--- src/hdl/issue_ctrl.sv ---
`timescale 1ns/10ps

module issue_ctrl (
	input  logic rclk,
	input  logic rst_n,
	// input handshake
	input  logic in_valid,
	input  logic in_lane1_en,
	output logic in_ready,
	// pipeline control
	output logic advance,
	output logic exec_lane1_en,
	// output handshake
	output logic out_valid,
	output logic out_lane1_en,
	input  logic out_ready,
	// register file write enables
	output logic wr0,
	output logic wr1
);

	// ============================================================
	// stage-valid bits
	// ============================================================

	// execute stage, holds the pair whose operands are being read
	logic ex_valid;
	logic ex_l1;

	// writeback stage, holds the pair on the output port
	logic wb_valid;
	logic wb_l1;

	// the whole pipe moves together, so a stall anywhere
	// is a full writeback stage that the sink will not take
	assign advance = !wb_valid || out_ready;

	// accept a new pair exactly when the execute stage moves on
	assign in_ready = advance;

	always_ff @(posedge rclk or negedge rst_n) begin
		if (!rst_n) begin
			ex_valid <= 1'b0;
			ex_l1    <= 1'b0;
			wb_valid <= 1'b0;
			wb_l1    <= 1'b0;
		end else if (advance) begin
			// lane 1 enable only means something with a valid pair
			ex_valid <= in_valid;
			ex_l1    <= in_valid && in_lane1_en;
			wb_valid <= ex_valid;
			wb_l1    <= ex_l1;
		end
	end

	// ============================================================
	// outputs
	// ============================================================

	assign exec_lane1_en = ex_l1;

	assign out_valid    = wb_valid;
	assign out_lane1_en = wb_l1;

	// register writes commit with the output handshake
	// lane 1 writes only when it was issued with the pair
	assign wr0 = wb_valid && out_ready;
	assign wr1 = wr0 && wb_l1;

endmodule

--- config.mk ---
export PLATFORM = sky130hd
export DESIGN_NAME = issue_ctrl
export DESIGN_NICKNAME = d
export VERILOG_FILES = /design/src/hdl/issue_ctrl.sv
export SDC_FILE = /design/constraint.sdc
export NUM_CORES = 1
export LEC_CHECK = 0
export BUFFER_PORTS_ARGS = -buffer_cell sky130_fd_sc_hd__buf_2
export CORE_AREA = 10 10 47 49
export DETAILED_ROUTE_END_ITERATION = 10
export DIE_AREA = 0 0 57 59
export GPL_ROUTABILITY_DRIVEN = 0
export PLACE_DENSITY_LB_ADDON = 0.08
export SYNTH_ARGS = -nofsm -noshare
export SYNTH_HDL_FRONTEND = slang
export SYNTH_SLANG_ARGS = --single-unit
export TNS_END_PERCENT = 1
--- constraint.sdc ---
create_clock -name rclk -period 1.2 [get_ports rclk]
set_input_delay 0.18 -clock rclk [delete_from_list [all_inputs] [get_ports rclk]]
set_output_delay 0.18 -clock rclk [all_outputs]
set_load 0.005 [all_outputs]
==> impl_metrics.toml <==
[synth]
yosysSeqAreaShare = 0.503
yosys_warnings = 0
yosysUniqueCellTypes = 11
syn_inst = 15
ys_ff_latch = 4
synth_area_um2 = 199
synthesis.nets = 20
syn_avg_cell_area_um2 = 13.3

[critical_path]
worstSetupPathType = "reg -> out"
critPathArrivalTime_ps = 950
cp-start-kind = "flop"
end_kind = "output pin"
r2r_slack_ps = 220
crit_fanout = 4
critical_path_required_ps = 1020

[run]
timing.max_cap.violations = 0

[detailed_routing]
wl_per_cell_um = 10.8
post-route-drc-count = 0
ant_nets = 0
firstDrtPassIters = 2
drtIter0Drc = 1
via_count = 147
vias_per_cell = 3.34
wl_um = 475

[outcome]
status = "completed"

[floorplanning]
start_util = 0.142
coreArea_um2 = 1400
pin_count = 12
die_x_um = 57
die-area_um2 = 3360
fp-row-count = 14
die_h_um = 59

[sta]
hold_viol = 0
max_slew_margin = 0.888
skew_ps = 4.20
setup-violations-final = 0
slew_viol_final = 0
worst_pin_slew_ps = 167
period_share = 0.941
rsz0062_at_grt = "no"
clock.fmax_mhz = 886
timing.hold.ws_ps = 197
timing.setup.tns_ps = 0
fin_crit_ps = 1130

[placement]
dp_hpwl_um = 399
post_dp_cell_area_um2 = 255
place.port_buffers = 11
placed_cells = 40

[finish]
syn2layout_area_growth_pct = 44.7
drive_gt1_frac = 0.607
num_antenna_cells = 0
layout_common_cells = "11 x buf_2, 4 x dfrtp_1, 3 x clkbuf_4"
final_cells = 44
fin_area_um2 = 288
num-nets-final = 35
final_common_cell = "buf_2"
fillerInstances = 162

[clock_network]
cts-htree-levels = 1
path_clk_slew_ps = 40
cts_resized = 0
clock_sinks = 4
clockBufferDepth = 2
clock_latency_ps = 230
cts_buffers = 3
cts_root_buffer = "clkbuf_4"
hold_buffers = 1
cts_setup_buffers = 0
cts_tree = "done"

[power_and_ir_drop]
leakagePower_nw = 0.161
power.density_nw_per_um2 = 1440
ir_drop_v = 0.000669
finalPower_mw = 0.416

[grt]
antenna_found_initial = 0
overflow = 0
grt_first_pass_wirelength_um = 786
grtUsageTotal = 0.0339
grt_max_degree = 7
grt_pass1_vias = 161

[worst_hold_path]
hp-class = "in -> reg"
[cells by family after synthesis]
| kind of cell | count (synthesis) | share of synthesized area |
|---|---|---|
| multiplexers | 3 | 0.201 |
| flip-flops | 4 | 0.503 |
| buffers and inverters | 3 | 0.113 |
| AND/OR/NAND/NOR | 5 | 0.182 |
[stage by stage]
step            util  setup slack, ps
2_1_floorplan      -              188
3_3_place_gp   0.182              233
3_5_place_dp   0.182              222
4_1_cts        0.205             54.6
5_1_grt        0.205             20.2
6_report       0.205             70.8
[sequential cells by signal (all words and copies together) (netlist names)]
register / cells
exec_lane1_en: 1
out_lane1_en: 1
out_valid: 1
ex_valid: 1
[layer usage]
| layer | track usage | up-vias | wire, um |
|---|---|---|---|
| li1 | - | 73 | - |
| met1 | 0.0288 | 62 | 205 |
| met2 | 0.0403 | 12 | 176 |
| met3 | 0.0536 | 0 | 92 |
| met4 | 0.0101 | 0 | 0 |
| met5 | 0 | - | 0 |
[Yosys cell counts]
library cell | number | area share
and2_1 | 1 | 0.031
and3_1 | 1 | 0.031
buf_4 | 1 | 0.038
buf_6 | 1 | 0.057
dfrtp_1 | 4 | 0.50
inv_1 | 1 | 0.019
mux2_4 | 2 | 0.15
mux2i_1 | 1 | 0.050
nand2_1 | 1 | 0.019
nand2b_1 | 1 | 0.031
nand2b_4 | 1 | 0.069
[final timing paths]
kind | startpoint | to | cells past startpoint
hold reg to reg | ex_valid | out_valid | 1
min in group asynchronous | rst_n | out_lane1_en | 2
setup reg to reg | out_valid | ex_valid | 2
max in group asynchronous | rst_n | ex_valid | 2
setup / recovery | out_valid | wr1 | 2
hold / removal | in_valid | ex_valid | 2
[worst max-delay path, cell delays in order (launching register included)]
cell     delay, ps
dfrtp_1        420
and3_1         180
buf_2          120
[report_power, final]
part           total, mW  switching (mW)  internal [mW]
Combinational     0.0821          0.0316         0.0504
Sequential         0.168          0.0151          0.153
Clock              0.165          0.0534          0.112
[area by class of cell]
cell class / instances / area, um^2 / share of cell area
tap: 16 / 20.0 / 0.0696
timing repair buffer: 12 / 65.1 / 0.226
inverter: 1 / 3.75 / 0.0130
clock buffer: 3 / 22.5 / 0.0783
sequential: 4 / 100 / 0.348
multi-input combinational: 8 / 76.3 / 0.265
Power figures use the tool's default switching activity.
