File: src/hdl/core_pkg.sv
package core_pkg;

	// ============================================================
	// datapath widths
	// ============================================================

	// register data width
	localparam int DATA_W = 32;

	// register index width, 64 architectural registers
	localparam int REG_ADDR_W = 6;
	localparam int NUM_REGS = 64;

	// ============================================================
	// shared types
	// ============================================================

	typedef logic [DATA_W-1:0] data_t;
	typedef logic [REG_ADDR_W-1:0] reg_idx_t;

	// alu operation code, one per lane
	// shifts take the low 5 bits of operand b
	// op_addi swaps operand b for the immediate
	typedef enum logic [2:0] {
		op_add  = 3'd0,
		op_sub  = 3'd1,
		op_and  = 3'd2,
		op_or   = 3'd3,
		op_xor  = 3'd4,
		op_sll  = 3'd5,
		op_srl  = 3'd6,
		op_addi = 3'd7
	} alu_op_t;

endpackage
File: src/hdl/exec_lane.sv
`timescale 1ns/10ps

module exec_lane (
	input  logic               rclk,
	input  logic               rst_n,
	input  logic               advance,
	// raw lane fields from the input port
	input  core_pkg::alu_op_t  op,
	input  core_pkg::reg_idx_t rd,
	input  core_pkg::data_t    imm,
	// operands from the register file, valid in the execute stage
	input  core_pkg::data_t    opa,
	input  core_pkg::data_t    opb,
	// writeback stage result
	output core_pkg::data_t    res,
	output core_pkg::reg_idx_t wb_rd
);
	import core_pkg::*;

	// ============================================================
	// execute stage fields
	// ============================================================

	// captured with the read addresses so they line up with o0..o3
	alu_op_t  ex_op;
	reg_idx_t ex_rd;
	data_t    ex_imm;

	data_t    alu_b;
	data_t    alu_out;
	logic [4:0] shamt;

	always_ff @(posedge rclk or negedge rst_n) begin
		if (!rst_n) begin
			ex_op <= op_add;
			ex_rd <= '0;
		end else if (advance) begin
			ex_op <= op;
			ex_rd <= rd;
		end
	end

	always_ff @(posedge rclk) begin
		if (advance) begin
			ex_imm <= imm;
		end
	end

	// ============================================================
	// alu
	// ============================================================

	// immediate replaces the second source only for addi
	assign alu_b = (ex_op == op_addi) ? ex_imm : opb;
	assign shamt = alu_b[4:0];

	always_comb begin
		unique case (ex_op)
			op_add:  alu_out = opa + alu_b;
			op_sub:  alu_out = opa - alu_b;
			op_and:  alu_out = opa & alu_b;
			op_or:   alu_out = opa | alu_b;
			op_xor:  alu_out = opa ^ alu_b;
			op_sll:  alu_out = opa << shamt;
			op_srl:  alu_out = opa >> shamt;
			op_addi: alu_out = opa + alu_b;
			default: alu_out = '0;
		endcase
	end

	// ============================================================
	// writeback stage registers
	// ============================================================

	// held while stalled, these drive both the output and the write port
	always_ff @(posedge rclk or negedge rst_n) begin
		if (!rst_n) begin
			wb_rd <= '0;
		end else if (advance) begin
			wb_rd <= ex_rd;
		end
	end

	always_ff @(posedge rclk) begin
		if (advance) begin
			res <= alu_out;
		end
	end

endmodule

File: config.mk
export PLATFORM = sky130hd
export DESIGN_NAME = exec_lane
export DESIGN_NICKNAME = d
export VERILOG_FILES = /design/src/hdl/core_pkg.sv /design/src/hdl/exec_lane.sv
export SDC_FILE = /design/constraint.sdc
export NUM_CORES = 1
export LEC_CHECK = 0
export BUFFER_PORTS_ARGS = -buffer_cell sky130_fd_sc_hd__buf_4
export CAP_MARGIN = 25
export CORE_MARGIN = 4
export CORE_UTILIZATION = 35
export CTS_CLUSTER_DIAMETER = 100
export CTS_CLUSTER_SIZE = 30
export DETAILED_ROUTE_END_ITERATION = 8
export PLACE_DENSITY = 0.56
export RECOVER_POWER = 50
export SYNTH_ARGS = -nofsm -noshare
export SYNTH_HDL_FRONTEND = slang
export SYNTH_SLANG_ARGS = --single-unit
File: constraint.sdc
create_clock -name rclk -period 4.66 [get_ports rclk]
set_input_delay 0.233 -clock rclk [delete_from_list [all_inputs] [get_ports rclk]]
set_output_delay 0.233 -clock rclk [all_outputs]
set_load 0.05 [all_outputs]
==> results of run 1 <==
==> worst max-delay path, cell delays in order (launching register included) <==
cell and delay (ns):
sky130_fd_sc_hd__dfrtp_1 0.43, sky130_fd_sc_hd__and3_4 0.32, sky130_fd_sc_hd__buf_12 0.21, sky130_fd_sc_hd__mux2i_2 0.28, sky130_fd_sc_hd__o2111a_2 0.29, sky130_fd_sc_hd__o21ai_2 0.11, sky130_fd_sc_hd__nor3_1 0.20, sky130_fd_sc_hd__a21oi_1 0.10
sky130_fd_sc_hd__xnor2_1 0.15, sky130_fd_sc_hd__ha_2 0.45, sky130_fd_sc_hd__nand4_1 0.15, sky130_fd_sc_hd__o22ai_1 0.29, sky130_fd_sc_hd__o311ai_0 0.17, sky130_fd_sc_hd__a21oi_1 0.23, sky130_fd_sc_hd__o211ai_1 0.15, sky130_fd_sc_hd__and3_1 0.18
sky130_fd_sc_hd__o21ai_0 0.31, sky130_fd_sc_hd__o211ai_1 0.14
==> power breakdown <==
| part | leakage [nW] | total [mW] | internal, mW | switching, mW |
|---|---|---|---|---|
| Clock | 0.150 | 0.812 | 0.430 | 0.382 |
| Combinational | 4.53 | 2.32 | 0.824 | 1.50 |
| Sequential | 0.808 | 0.925 | 0.886 | 0.0394 |
==> state kept, by name (all words and copies together) (netlist names) <==
signal and cells:
ex_imm 32, res 32, ex_rd 6, wb_rd 6, ex_op 3
==> per-stage QoR <==
| step | hold slack (ns) | setup TNS (ns) | power [mW] | utilization | cells |
|---|---|---|---|---|---|
| 6_report | 0.05688 | 0 | 4.056 | 0.4242 | 1806 |
| 5_1_grt | 0.05507 | -0.0009113 | 4.253 | 0.4242 | 1806 |
| 4_1_cts | 0.02680 | 0 | 4.008 | 0.4218 | 1803 |
| 3_5_place_dp | 0.09374 | 0 | 3.181 | 0.4109 | 1786 |
| 3_3_place_gp | 0.09423 | 0 | 3.182 | 0.4109 | 1786 |
| 2_1_floorplan | -0.06259 | 0 | 2.400 | - | 1276 |
==> timing repair <==
action,4_1_cts,5_1_grt
setup buffers,0,1
hold buffers,1,0
gates resized for setup,0,8
endpoints found under the setup margin,0,8
hold endpoints to repair,15,0
==> kinds of logic (layout without fill, tap and decap cells) <==
kind of cell,after synthesis,in the layout
AOI/OAI and AO/OA,392,392
DFF,79,79
muxes,178,178
buffers and inverters,151,291
and+or+nand+nor,315,315
adders and majority gates,102,102
xor gates and xnor gates,59,59
==> cells in the mapped netlist, types with 19 or more instances <==
cell type                  instances  area share
sky130_fd_sc_hd__a22oi_1          23       0.016
sky130_fd_sc_hd__nor2_1           81       0.029
sky130_fd_sc_hd__a211oi_1         32       0.023
sky130_fd_sc_hd__clkbuf_1         45       0.016
sky130_fd_sc_hd__inv_1            69       0.025
sky130_fd_sc_hd__mux2i_1         154        0.15
sky130_fd_sc_hd__nand3_1          25       0.012
sky130_fd_sc_hd__nand2_1         125       0.044
sky130_fd_sc_hd__nor3_1           35       0.017
sky130_fd_sc_hd__buf_2            20      0.0095
sky130_fd_sc_hd__ha_1            101        0.12
sky130_fd_sc_hd__xnor2_1          43       0.036
sky130_fd_sc_hd__a21o_1           22       0.016
sky130_fd_sc_hd__mux2_2           19       0.020
sky130_fd_sc_hd__a221oi_1         19       0.016
sky130_fd_sc_hd__a21oi_1         110       0.052
sky130_fd_sc_hd__o21ai_0          78       0.037
sky130_fd_sc_hd__edfxtp_1         64        0.18
==> area by class of cell <==
type / instances / area (sq um) / area share
clock buffer: 9 / 225.2 / 0.01787
clock inverter: 7 / 86.33 / 0.006849
inverter: 74 / 277.8 / 0.02203
multi-input combinational: 1046 / 7689 / 0.6099
sequential: 79 / 2297 / 0.1822
tap: 390 / 488.0 / 0.03871
timing repair buffer: 201 / 1543 / 0.1224
==> final timing paths <==
kind | startpoint | to | slack (ns) | depth (start not counted)
worst max-delay path | ex_op[1]$_DFFE_PN0P_ | res[28]$_DFFE_PP_ | 0.19 | 17
worst min-delay path | imm[9] | ex_imm[9]$_DFFE_PP_ | 0.06 | 1
worst max register to register | ex_op[1]$_DFFE_PN0P_ | res[28]$_DFFE_PP_ | 0.19 | 17
worst min register to register | ex_rd[1]$_DFFE_PN0P_ | wb_rd[1]$_DFFE_PN0P_ | 0.50 | 1
max in group asynchronous | rst_n | ex_op[0]$_DFFE_PN0P_ | 3.69 | 2
min in group asynchronous | rst_n | wb_rd[3]$_DFFE_PN0P_ | 0.47 | 2
==> cells in the final DEF, fill, tap and decap left out, types with 23 or more instances in the layout <==
| cell type | instances |
|---|---|
| sky130_fd_sc_hd__nand3_1 | 24 |
| sky130_fd_sc_hd__xnor2_1 | 43 |
| sky130_fd_sc_hd__inv_1 | 69 |
| sky130_fd_sc_hd__a211oi_1 | 32 |
| sky130_fd_sc_hd__ha_1 | 100 |
| sky130_fd_sc_hd__clkbuf_4 | 32 |
| sky130_fd_sc_hd__nor3_1 | 35 |
| sky130_fd_sc_hd__edfxtp_1 | 64 |
| sky130_fd_sc_hd__buf_4 | 162 |
| sky130_fd_sc_hd__nor2_1 | 81 |
| sky130_fd_sc_hd__a21oi_1 | 109 |
| sky130_fd_sc_hd__nand2_1 | 125 |
| sky130_fd_sc_hd__a22oi_1 | 23 |
| sky130_fd_sc_hd__o21ai_0 | 77 |
| sky130_fd_sc_hd__mux2i_1 | 152 |
==> routing by layer <==
metal | track usage | wire [um] | part of all wire
met5 | 0 | 11 | 0.00025
met4 | 0.09547 | 1807 | 0.041
met3 | 0.04026 | 3873 | 0.088
met2 | 0.3895 | 18890 | 0.43
met1 | 0.3587 | 19310 | 0.44
==> run summary, run 1 <==
outcome -> finished, violations left
violated checks -> capacitance limit, slew limit
CP required -> 4.75 ns
Synth Net Count -> 1486
final std cell area, no fill -> 12610 sq um
final-report max-slew violation count -> 84
First DRT Iteration DRCs -> 1196
maximum capacitance violations -> 2
Gate Count Post-Synth -> 1276
Placement Setup Slack -> 0.1465 ns
final setup violation count -> 0
data arrival at the endpoint of the critical path -> 4.56 ns
post-synthesis area per instance -> 8.274 sq um
period utilisation layout -> 0.9591
layout cells sized above 1 -> 0.1857
post-layout worst setup margin -> 0.1906 ns
final worst clock skew -> 0.01677 ns
Clock Latency Late Sink -> 0.37 ns
residual overflow from global routing -> 0
number of search-and-repair iterations in the first detailed-routing pass -> 5
CTS Root Cell -> sky130_fd_sc_hd__clkbuf_16
clock sinks -> 79
floorplan die area -> 33010 sq um
category of the most critical setup path -> reg2reg
Final Hold Violating Endpoints -> 0
number of global-route vias before repair -> 10519
Clock Path Buffers -> 2
power per standard cell area -> 321.8 nW/um^2
part of the Yosys area used for sequential elements -> 0.2176
final weighted congestion in routability-driven placement -> 0.9920
die outline height -> 181.7 um
total wire length -> 43.89 mm
Die Span X -> 181.7 um
area share of xor/xnor cells in the synthesized design -> 0.04966
signed area change from the synthesized netlist to the final layout -> 19.40%
half-perimeter wire length after placement -> 33.80 mm
antenna violations before repair -> 1
mux cell area share after synthesis -> 0.1753
number of fillers in the final layout -> 3037
critical path capture point type -> flop
maximum fanout along the worst path -> 21
number of cell rows -> 63
final net count -> 1621
PortBufs -> 145
leakage power -> 5.488 nW
CTS clk-pin slew, worst paths -> 0.09 ns
total number of vias -> 10906
DRC errors left -> 0
Relative slew margins -> -0.6310
number of synthesized flops with an enable pin -> 64
total of warnings raised by yosys -> 0
WL per Instance -> 24.30 um
I/O pin count -> 146
netlist area before placement -> 10560 sq um
Worst IR Drop VDD -> 0.0001456 V
unique cell type count in the Yosys netlist -> 74
leading register cell type out of synthesis -> sky130_fd_sc_hd__edfxtp_1
combinational family with the most area after synthesis -> compound AO/OA/AOI/OAI gates
Yosys reg bits -> 79
maximum clock frequency -> 223.7 MHz
area of the placeable core -> 29720 sq um
antenna fix cells -> 0
Tot GR Track Use -> 0.2536
maximum number of pins on one net before global-route repair -> 82
first-pass GRT wire length -> 64.85 mm
H-tree depth reported by CTS -> 3
placed instance area -> 12210 sq um
number of nets still failing antenna checks after routing -> 0
worst min-delay path class -> in2reg
Starting Density -> 0.3553
post-synthesis compound-gate area fraction -> 0.2412
async set or reset register ratio after synthesis -> 0.1899
share of synthesized cell area in and, or, nand and nor gates -> 0.1337
TritonCTS buffer count -> 9
Post-Synth Adder-Cell Area -> 0.1216
clock tree from TritonCTS -> built
type of element launching the critical path -> flop
min Tclk post-route -> 4.469 ns
detail-routed via count per cell -> 6.039
transition time at the pin with the least slew margin -> 2.446 ns
(Power assumes the default switching activity.)
==> run 2: changes to the inputs <==
--- a/config.mk
+++ b/config.mk
@@ -8,11 +8,11 @@
 export BUFFER_PORTS_ARGS = -buffer_cell sky130_fd_sc_hd__buf_4
 export CAP_MARGIN = 25
 export CORE_MARGIN = 4
-export CORE_UTILIZATION = 35
+export CORE_UTILIZATION = 25
 export CTS_CLUSTER_DIAMETER = 100
 export CTS_CLUSTER_SIZE = 30
 export DETAILED_ROUTE_END_ITERATION = 8
-export PLACE_DENSITY = 0.56
+export PLACE_DENSITY = 0.44
 export RECOVER_POWER = 50
 export SYNTH_ARGS = -nofsm -noshare
 export SYNTH_HDL_FRONTEND = slang
==> run 2 against run 1 <==
The run still ends with capacitance limit, slew limit left. Clock-buffer cell count is 3 higher. Sequential share of layout area is 0.52 points lower. Combinational power is 2% higher. Die area is 38% higher. Critical path depth is 1 lower. Power is 2.0% higher. Sequential power is 1% higher. Global-route usage is 4.9 points lower. Critical endpoint is now res[30]$_DFFE_PP_. Largest power group unchanged. Highest routed layer is now met4.
==> run summary, run 2 (synthesized netlist as in run 1, its figures left out) <==
outcome -> finished, violations left
violated checks -> capacitance limit, slew limit
commonest cells after routing, fill and taps aside -> sky130_fd_sc_hd__buf_4 (175), sky130_fd_sc_hd__mux2i_1 (152), sky130_fd_sc_hd__nand2_1 (125)
slack of the worst reg-to-reg path -> 0.24 ns
power per standard cell area -> 318.8 nW/um^2
clock power share -> 0.202
maximum capacitance violations -> 1
clock sinks -> 79
number of global-route vias before repair -> 10690
TritonCTS buffer count -> 9
first-pass GRT wire length -> 69.88 mm
final setup violation count -> 0
die outline height -> 213.5 um
switching component of the power -> 1.941 mW
DRC errors left -> 0
Critical Path Start -> ex_op[0]$_DFFE_PN0P_
residual overflow from global routing -> 0
total number of vias -> 10777
combinational power share -> 0.571
final weighted congestion in routability-driven placement -> 0.9842
Placement Setup Slack -> 0.05822 ns
H-tree depth reported by CTS -> 3
final net count -> 1640
maximum fanout along the worst path -> 5
placed instance area -> 12510 sq um
maximum number of pins on one net before global-route repair -> 47
core occupancy in the finished layout -> 0.3100
Clock Path Buffers -> 2
Clock Latency Late Sink -> 0.39 ns
commonest non-fill, non-tap cell in the layout -> sky130_fd_sc_hd__buf_4
reg-to-reg critical path endpoint -> res[30]$_DFFE_PP_
non-filler instance count after layout -> 1974
Worst IR Drop VDD -> 0.0001966 V
transition time at the pin with the least slew margin -> 2.901 ns
layout cells sized above 1 -> 0.1944
min Tclk post-route -> 4.418 ns
maximum clock frequency -> 226.3 MHz
CTS clk-pin slew, worst paths -> 0.08 ns
PortBufs -> 145
register share of total power -> 0.226
detail-routed via count per cell -> 5.459
I/O pin count -> 146
number of nets still failing antenna checks after routing -> 0
leakage power -> 5.596 nW
registers with the most flip-flops -> ex_imm: 32 flops, res: 32 flops
total wire length -> 47.33 mm
data arrival at the endpoint of the critical path -> 4.66 ns
accumulated negative setup slack -> 0 ns
RSZ-0062 raised after global routing -> yes
half-perimeter wire length after placement -> 37.89 mm
period utilisation layout -> 0.9481
Post-Route Hold Slack -> 0.04057 ns
net switching fraction of the power -> 0.4691
post-layout worst setup margin -> 0.2418 ns
First DRT Iteration DRCs -> 878
area of the placeable core -> 41850 sq um
Cell Count Post-Placement -> 1951
WL per Instance -> 23.98 um
type of element launching the critical path -> flop
antenna violations before repair -> 1
signed area change from the synthesized netlist to the final layout -> 22.90%
Power, Total -> 4.137 mW
Relative slew margins -> -0.9341
number of search-and-repair iterations in the first detailed-routing pass -> 5
Starting Density -> 0.2523
clock tree from TritonCTS -> built
final worst clock skew -> 0.01221 ns
Die Span X -> 213.5 um
CP required -> 4.91 ns
number of cell rows -> 75
internal power consumption -> 2.196 mW
final-report max-slew violation count -> 47
worst r2r src -> ex_op[0]$_DFFE_PN0P_
Final Hold Violating Endpoints -> 0
CTS Root Cell -> sky130_fd_sc_hd__clkbuf_16
Tot GR Track Use -> 0.2044
worst reg2reg path depth -> 16
CP Capture Point -> res[30]$_DFFE_PP_
worst min-delay path class -> in2reg
final std cell area, no fill -> 12970 sq um
critical path capture point type -> flop
antenna fix cells -> 0
floorplan die area -> 45580 sq um
category of the most critical setup path -> reg2reg
## run 2: how the worst min path moves through the flow
| stage | start | endpoint | slack [ns] | depth (start not counted) |
|---|---|---|---|---|
| final | imm[30] | ex_imm[30]$_DFFE_PP_ | 0.04 | 1 |
| after detailed placement | rst_n | ex_rd[5]$_DFFE_PN0P_ | 0.10 | 1 |
| after floorplan | rst_n | ex_op[0]$_DFFE_PN0P_ | -0.06 | 0 |
| after global placement | rst_n | ex_rd[3]$_DFFE_PN0P_ | 0.10 | 1 |
| after CTS | imm[30] | ex_imm[30]$_DFFE_PP_ | 0.002 | 1 |
| after global routing | imm[30] | ex_imm[30]$_DFFE_PP_ | 0.03 | 1 |
## run 2: routing by layer
layer	GRT usage	up-vias	part of all wire
met5	0	-	0
met4	0.04524	0	0.021
met3	0.03716	54	0.063
met2	0.3243	368	0.45
met1	0.2914	5258	0.47
li1	-	5097	-
## run 2: cell type report
cell class                 count  area [sq um]
fill                        4508         28880
multi-input combinational   1046          7719
sequential                    79          2297
timing repair buffer         220          1669
tap                          539         674.4
clock buffer                  12         300.3
inverter                      74         277.8
clock inverter                 4         37.54
## run 2: power groups by stage
stage	clock network, mW	logic (mW)	registers, mW
after global routing	0.888	2.53	0.946
after detailed placement	0	2.30	0.952
final	0.837	2.36	0.936
after global placement	0	2.31	0.953
after CTS	0.864	2.31	0.937
after floorplan	0	1.25	1.15
## run 2: worst max-delay path: stages, from the launching register on
cell,delay (ns)
sky130_fd_sc_hd__dfrtp_1,0.39
sky130_fd_sc_hd__and3_4,0.24
sky130_fd_sc_hd__buf_4,0.19
sky130_fd_sc_hd__mux2i_4,0.30
sky130_fd_sc_hd__inv_2,0.07
sky130_fd_sc_hd__nor2_1,0.21
sky130_fd_sc_hd__a21oi_1,0.13
sky130_fd_sc_hd__xnor2_1,0.14
sky130_fd_sc_hd__ha_1,0.34
sky130_fd_sc_hd__a21o_1,0.20
sky130_fd_sc_hd__a221o_1,0.47
sky130_fd_sc_hd__a32oi_2,0.31
sky130_fd_sc_hd__a211oi_1,0.14
sky130_fd_sc_hd__buf_4,0.17
sky130_fd_sc_hd__a2111oi_4,0.49
sky130_fd_sc_hd__mux2_2,0.41
sky130_fd_sc_hd__nand4_1,0.07
## run 2: timing repair
action                                  CTS  global route
buffers inserted                          0             3
endpoints found under the setup margin    0             6
hold buffers                              3             0
gates resized for setup                   0            14
hold endpoints to repair                 17             0
==> run 3: changes to the inputs <==
--- a/config.mk
+++ b/config.mk
@@ -8,11 +8,11 @@
 export BUFFER_PORTS_ARGS = -buffer_cell sky130_fd_sc_hd__buf_4
 export CAP_MARGIN = 25
 export CORE_MARGIN = 4
-export CORE_UTILIZATION = 25
+export CORE_UTILIZATION = 54
 export CTS_CLUSTER_DIAMETER = 100
 export CTS_CLUSTER_SIZE = 30
 export DETAILED_ROUTE_END_ITERATION = 8
-export PLACE_DENSITY = 0.44
+export PLACE_DENSITY = 0.8
 export RECOVER_POWER = 50
 export SYNTH_ARGS = -nofsm -noshare
 export SYNTH_HDL_FRONTEND = slang
==> run 3 against run 2 <==
The flow still finishes with violations (capacitance limit, slew limit). Clock-buffer cell count decreased by 2. Combinational power decreased by 3%. Sequential power decreased by 0.7%. Critical path depth increased by 2. Sequential share of layout area increased by 0.95 points. Non-clock buffer count decreased by 21. Via count increased by 5.0%. Highest routed layer unchanged. Routed wire length decreased by 9.5%. Core utilization increased by 34 points. Largest power group unchanged. Setup slack improved by 0.0014 ns. Cell count decreased by 15%.
==> run summary, run 3 (synthesized netlist as in run 1, its figures left out) <==
Clock Latency Late Sink -> 0.36 ns
maximum fanout along the worst path -> 21
signed area change from the synthesized netlist to the final layout -> 16.64%
clock tree from TritonCTS -> built
layout cells sized above 1 -> 0.1704
Power, Total -> 3.965 mW
die outline height -> 147.8 um
violated checks -> capacitance limit, slew limit
number of search-and-repair iterations in the first detailed-routing pass -> 9
Global Route met2 Usage -> 0.5749
Die Span X -> 147.8 um
number of nets still failing antenna checks after routing -> 0
category of the most critical setup path -> reg2reg
CTS clk-pin slew, worst paths -> 0.07 ns
CP required -> 4.83 ns
number of fillers in the final layout -> 1661
highest-utilization routing layer at the global route stage -> met2
maximum number of pins on one net before global-route repair -> 47
multi-input gate area in the final layout -> 7667 sq um
period utilisation layout -> 0.9478
total wire length -> 42.85 mm
Post-Route Hold Slack -> 0.07100 ns
global routing usage on met3 -> 0.08277
accumulated negative setup slack -> 0 ns
maximum clock frequency -> 226.4 MHz
type of element launching the critical path -> flop
total number of vias -> 11313
I/O pin count -> 146
TritonCTS buffer count -> 9
clock power share -> 0.187
switching component of the power -> 1.874 mW
area of the placeable core -> 18960 sq um
GR met1 Demand/Resource -> 0.5221
leakage power -> 5.401 nW
Final Hold Violating Endpoints -> 0
maximum capacitance violations -> 1
outcome -> finished, violations left
worst min-delay path class -> in2reg
Starting Density -> 0.5570
Clock Path Buffers -> 2
antenna violations before repair -> 0
transition time at the pin with the least slew margin -> 1.948 ns
final weighted congestion in routability-driven placement -> 1.042
post-layout worst setup margin -> 0.2432 ns
combinational power share -> 0.579
DRC errors left -> 0
CTS Root Cell -> sky130_fd_sc_hd__clkbuf_16
number of cell rows -> 50
residual overflow from global routing -> 0
critical path capture point type -> flop
commonest cells after routing, fill and taps aside -> sky130_fd_sc_hd__mux2i_1 (152), sky130_fd_sc_hd__buf_4 (145), sky130_fd_sc_hd__nand2_1 (125)
final worst clock skew -> 0.01106 ns
PortBufs -> 145
half-perimeter wire length after placement -> 33.08 mm
first-pass GRT wire length -> 63.71 mm
Placement Setup Slack -> 0.1625 ns
H-tree depth reported by CTS -> 3
storage element area -> 2297 sq um
Tot GR Track Use -> 0.3796
min Tclk post-route -> 4.417 ns
net switching fraction of the power -> 0.4728
Relative slew margins -> -0.2986
data arrival at the endpoint of the critical path -> 4.58 ns
antenna fix cells -> 0
detail-routed via count per cell -> 6.758
RSZ-0062 raised after global routing -> no
number of global-route vias before repair -> 10828
final-report max-slew violation count -> 40
power per standard cell area -> 322.0 nW/um^2
final setup violation count -> 0
First DRT Iteration DRCs -> 1524
WL per Instance -> 25.60 um
final net count -> 1619
register share of total power -> 0.234
commonest non-fill, non-tap cell in the layout -> sky130_fd_sc_hd__mux2i_1
internal power consumption -> 2.090 mW
floorplan die area -> 21850 sq um
Worst IR Drop VDD -> 0.0001951 V
clock sinks -> 79
registers with the most flip-flops -> ex_imm: 32 flops, res: 32 flops
-- run 3: changes by cell type in the layout (fill, tap and decap cells not counted), sizes merged --
cell / before / now
buf: 178 / 146
clkbuf: 51 / 62
inv: 76 / 80
clkinv: 2 / 0
dlygate4sd3: 3 / 1
-- run 3: cell type report --
cell class | count | share of cell area
multi-input cells | 1046 | 0.6226
flip-flops and latches | 79 | 0.1865
repair buffers | 199 | 0.1179
well taps | 260 | 0.02642
inverters | 74 | 0.02256
clock buffers | 10 | 0.02032
clock inverters | 6 | 0.003658
-- run 3: stage by stage --
stage | util | instances | instance area, sq um
floorplan | - | 1276 | 10570
global placement | 0.6349 | 1655 | 12030
detailed placement | 0.6349 | 1655 | 12030
CTS | 0.6510 | 1672 | 12340
global route | 0.6496 | 1674 | 12310
finish | 0.6496 | 1674 | 12310
-- run 3: repair_timing --
action | CTS | global route
setup buffers | 0 | 1
hold buffers | 1 | 0
endpoints found under the hold margin | 15 | 0
endpoints found under the setup margin | 0 | 5
gates resized for setup | 0 | 6
-- run 3: power groups by stage --
stage	Clock (mW)	Combinational, mW	Sequential, mW
after floorplan	0	1.25	1.15
after global placement	0	2.21	0.939
after detailed placement	0	2.22	0.944
after CTS	0.740	2.23	0.929
after global routing	0.778	2.42	0.937
final	0.741	2.29	0.929
-- run 3: routing by layer --
layer | up-vias | wire length, um
met5 | - | 0
met4 | 0 | 2355
met3 | 172 | 5330
met2 | 808 | 18150
met1 | 5282 | 17010
li1 | 5051 | -
-- run 3: worst paths after layout --
check,startpoint,to,slack [ns],cells past startpoint
worst min-delay path,imm[1],ex_imm[1]$_DFFE_PP_,0.07,1
min in group asynchronous,rst_n,ex_rd[3]$_DFFE_PN0P_,0.48,2
worst max-delay path,ex_op[2]$_DFFE_PN0P_,res[29]$_DFFE_PP_,0.24,18
worst max register to register,ex_op[2]$_DFFE_PN0P_,res[29]$_DFFE_PP_,0.24,18
worst min register to register,ex_rd[2]$_DFFE_PN0P_,ex_rd[2]$_DFFE_PN0P_,0.51,1
max in group asynchronous,rst_n,wb_rd[2]$_DFFE_PN0P_,3.68,2
-- run 3: critical path, stage by stage (launching register included) --
cell	delay [ns]
sky130_fd_sc_hd__dfrtp_1	0.40
sky130_fd_sc_hd__and3_4	0.30
sky130_fd_sc_hd__buf_12	0.21
sky130_fd_sc_hd__mux2i_2	0.26
sky130_fd_sc_hd__o2111a_2	0.28
sky130_fd_sc_hd__o21ai_2	0.11
sky130_fd_sc_hd__nor4_2	0.26
sky130_fd_sc_hd__and2b_1	0.24
sky130_fd_sc_hd__a21oi_1	0.11
sky130_fd_sc_hd__xnor2_1	0.17
sky130_fd_sc_hd__ha_1	0.45
sky130_fd_sc_hd__and3_1	0.32
sky130_fd_sc_hd__nand2_1	0.11
sky130_fd_sc_hd__nor2_1	0.21
sky130_fd_sc_hd__a41o_1	0.21
sky130_fd_sc_hd__o31ai_1	0.06
sky130_fd_sc_hd__buf_4	0.15
sky130_fd_sc_hd__xor2_1	0.13
sky130_fd_sc_hd__o21ai_0	0.22
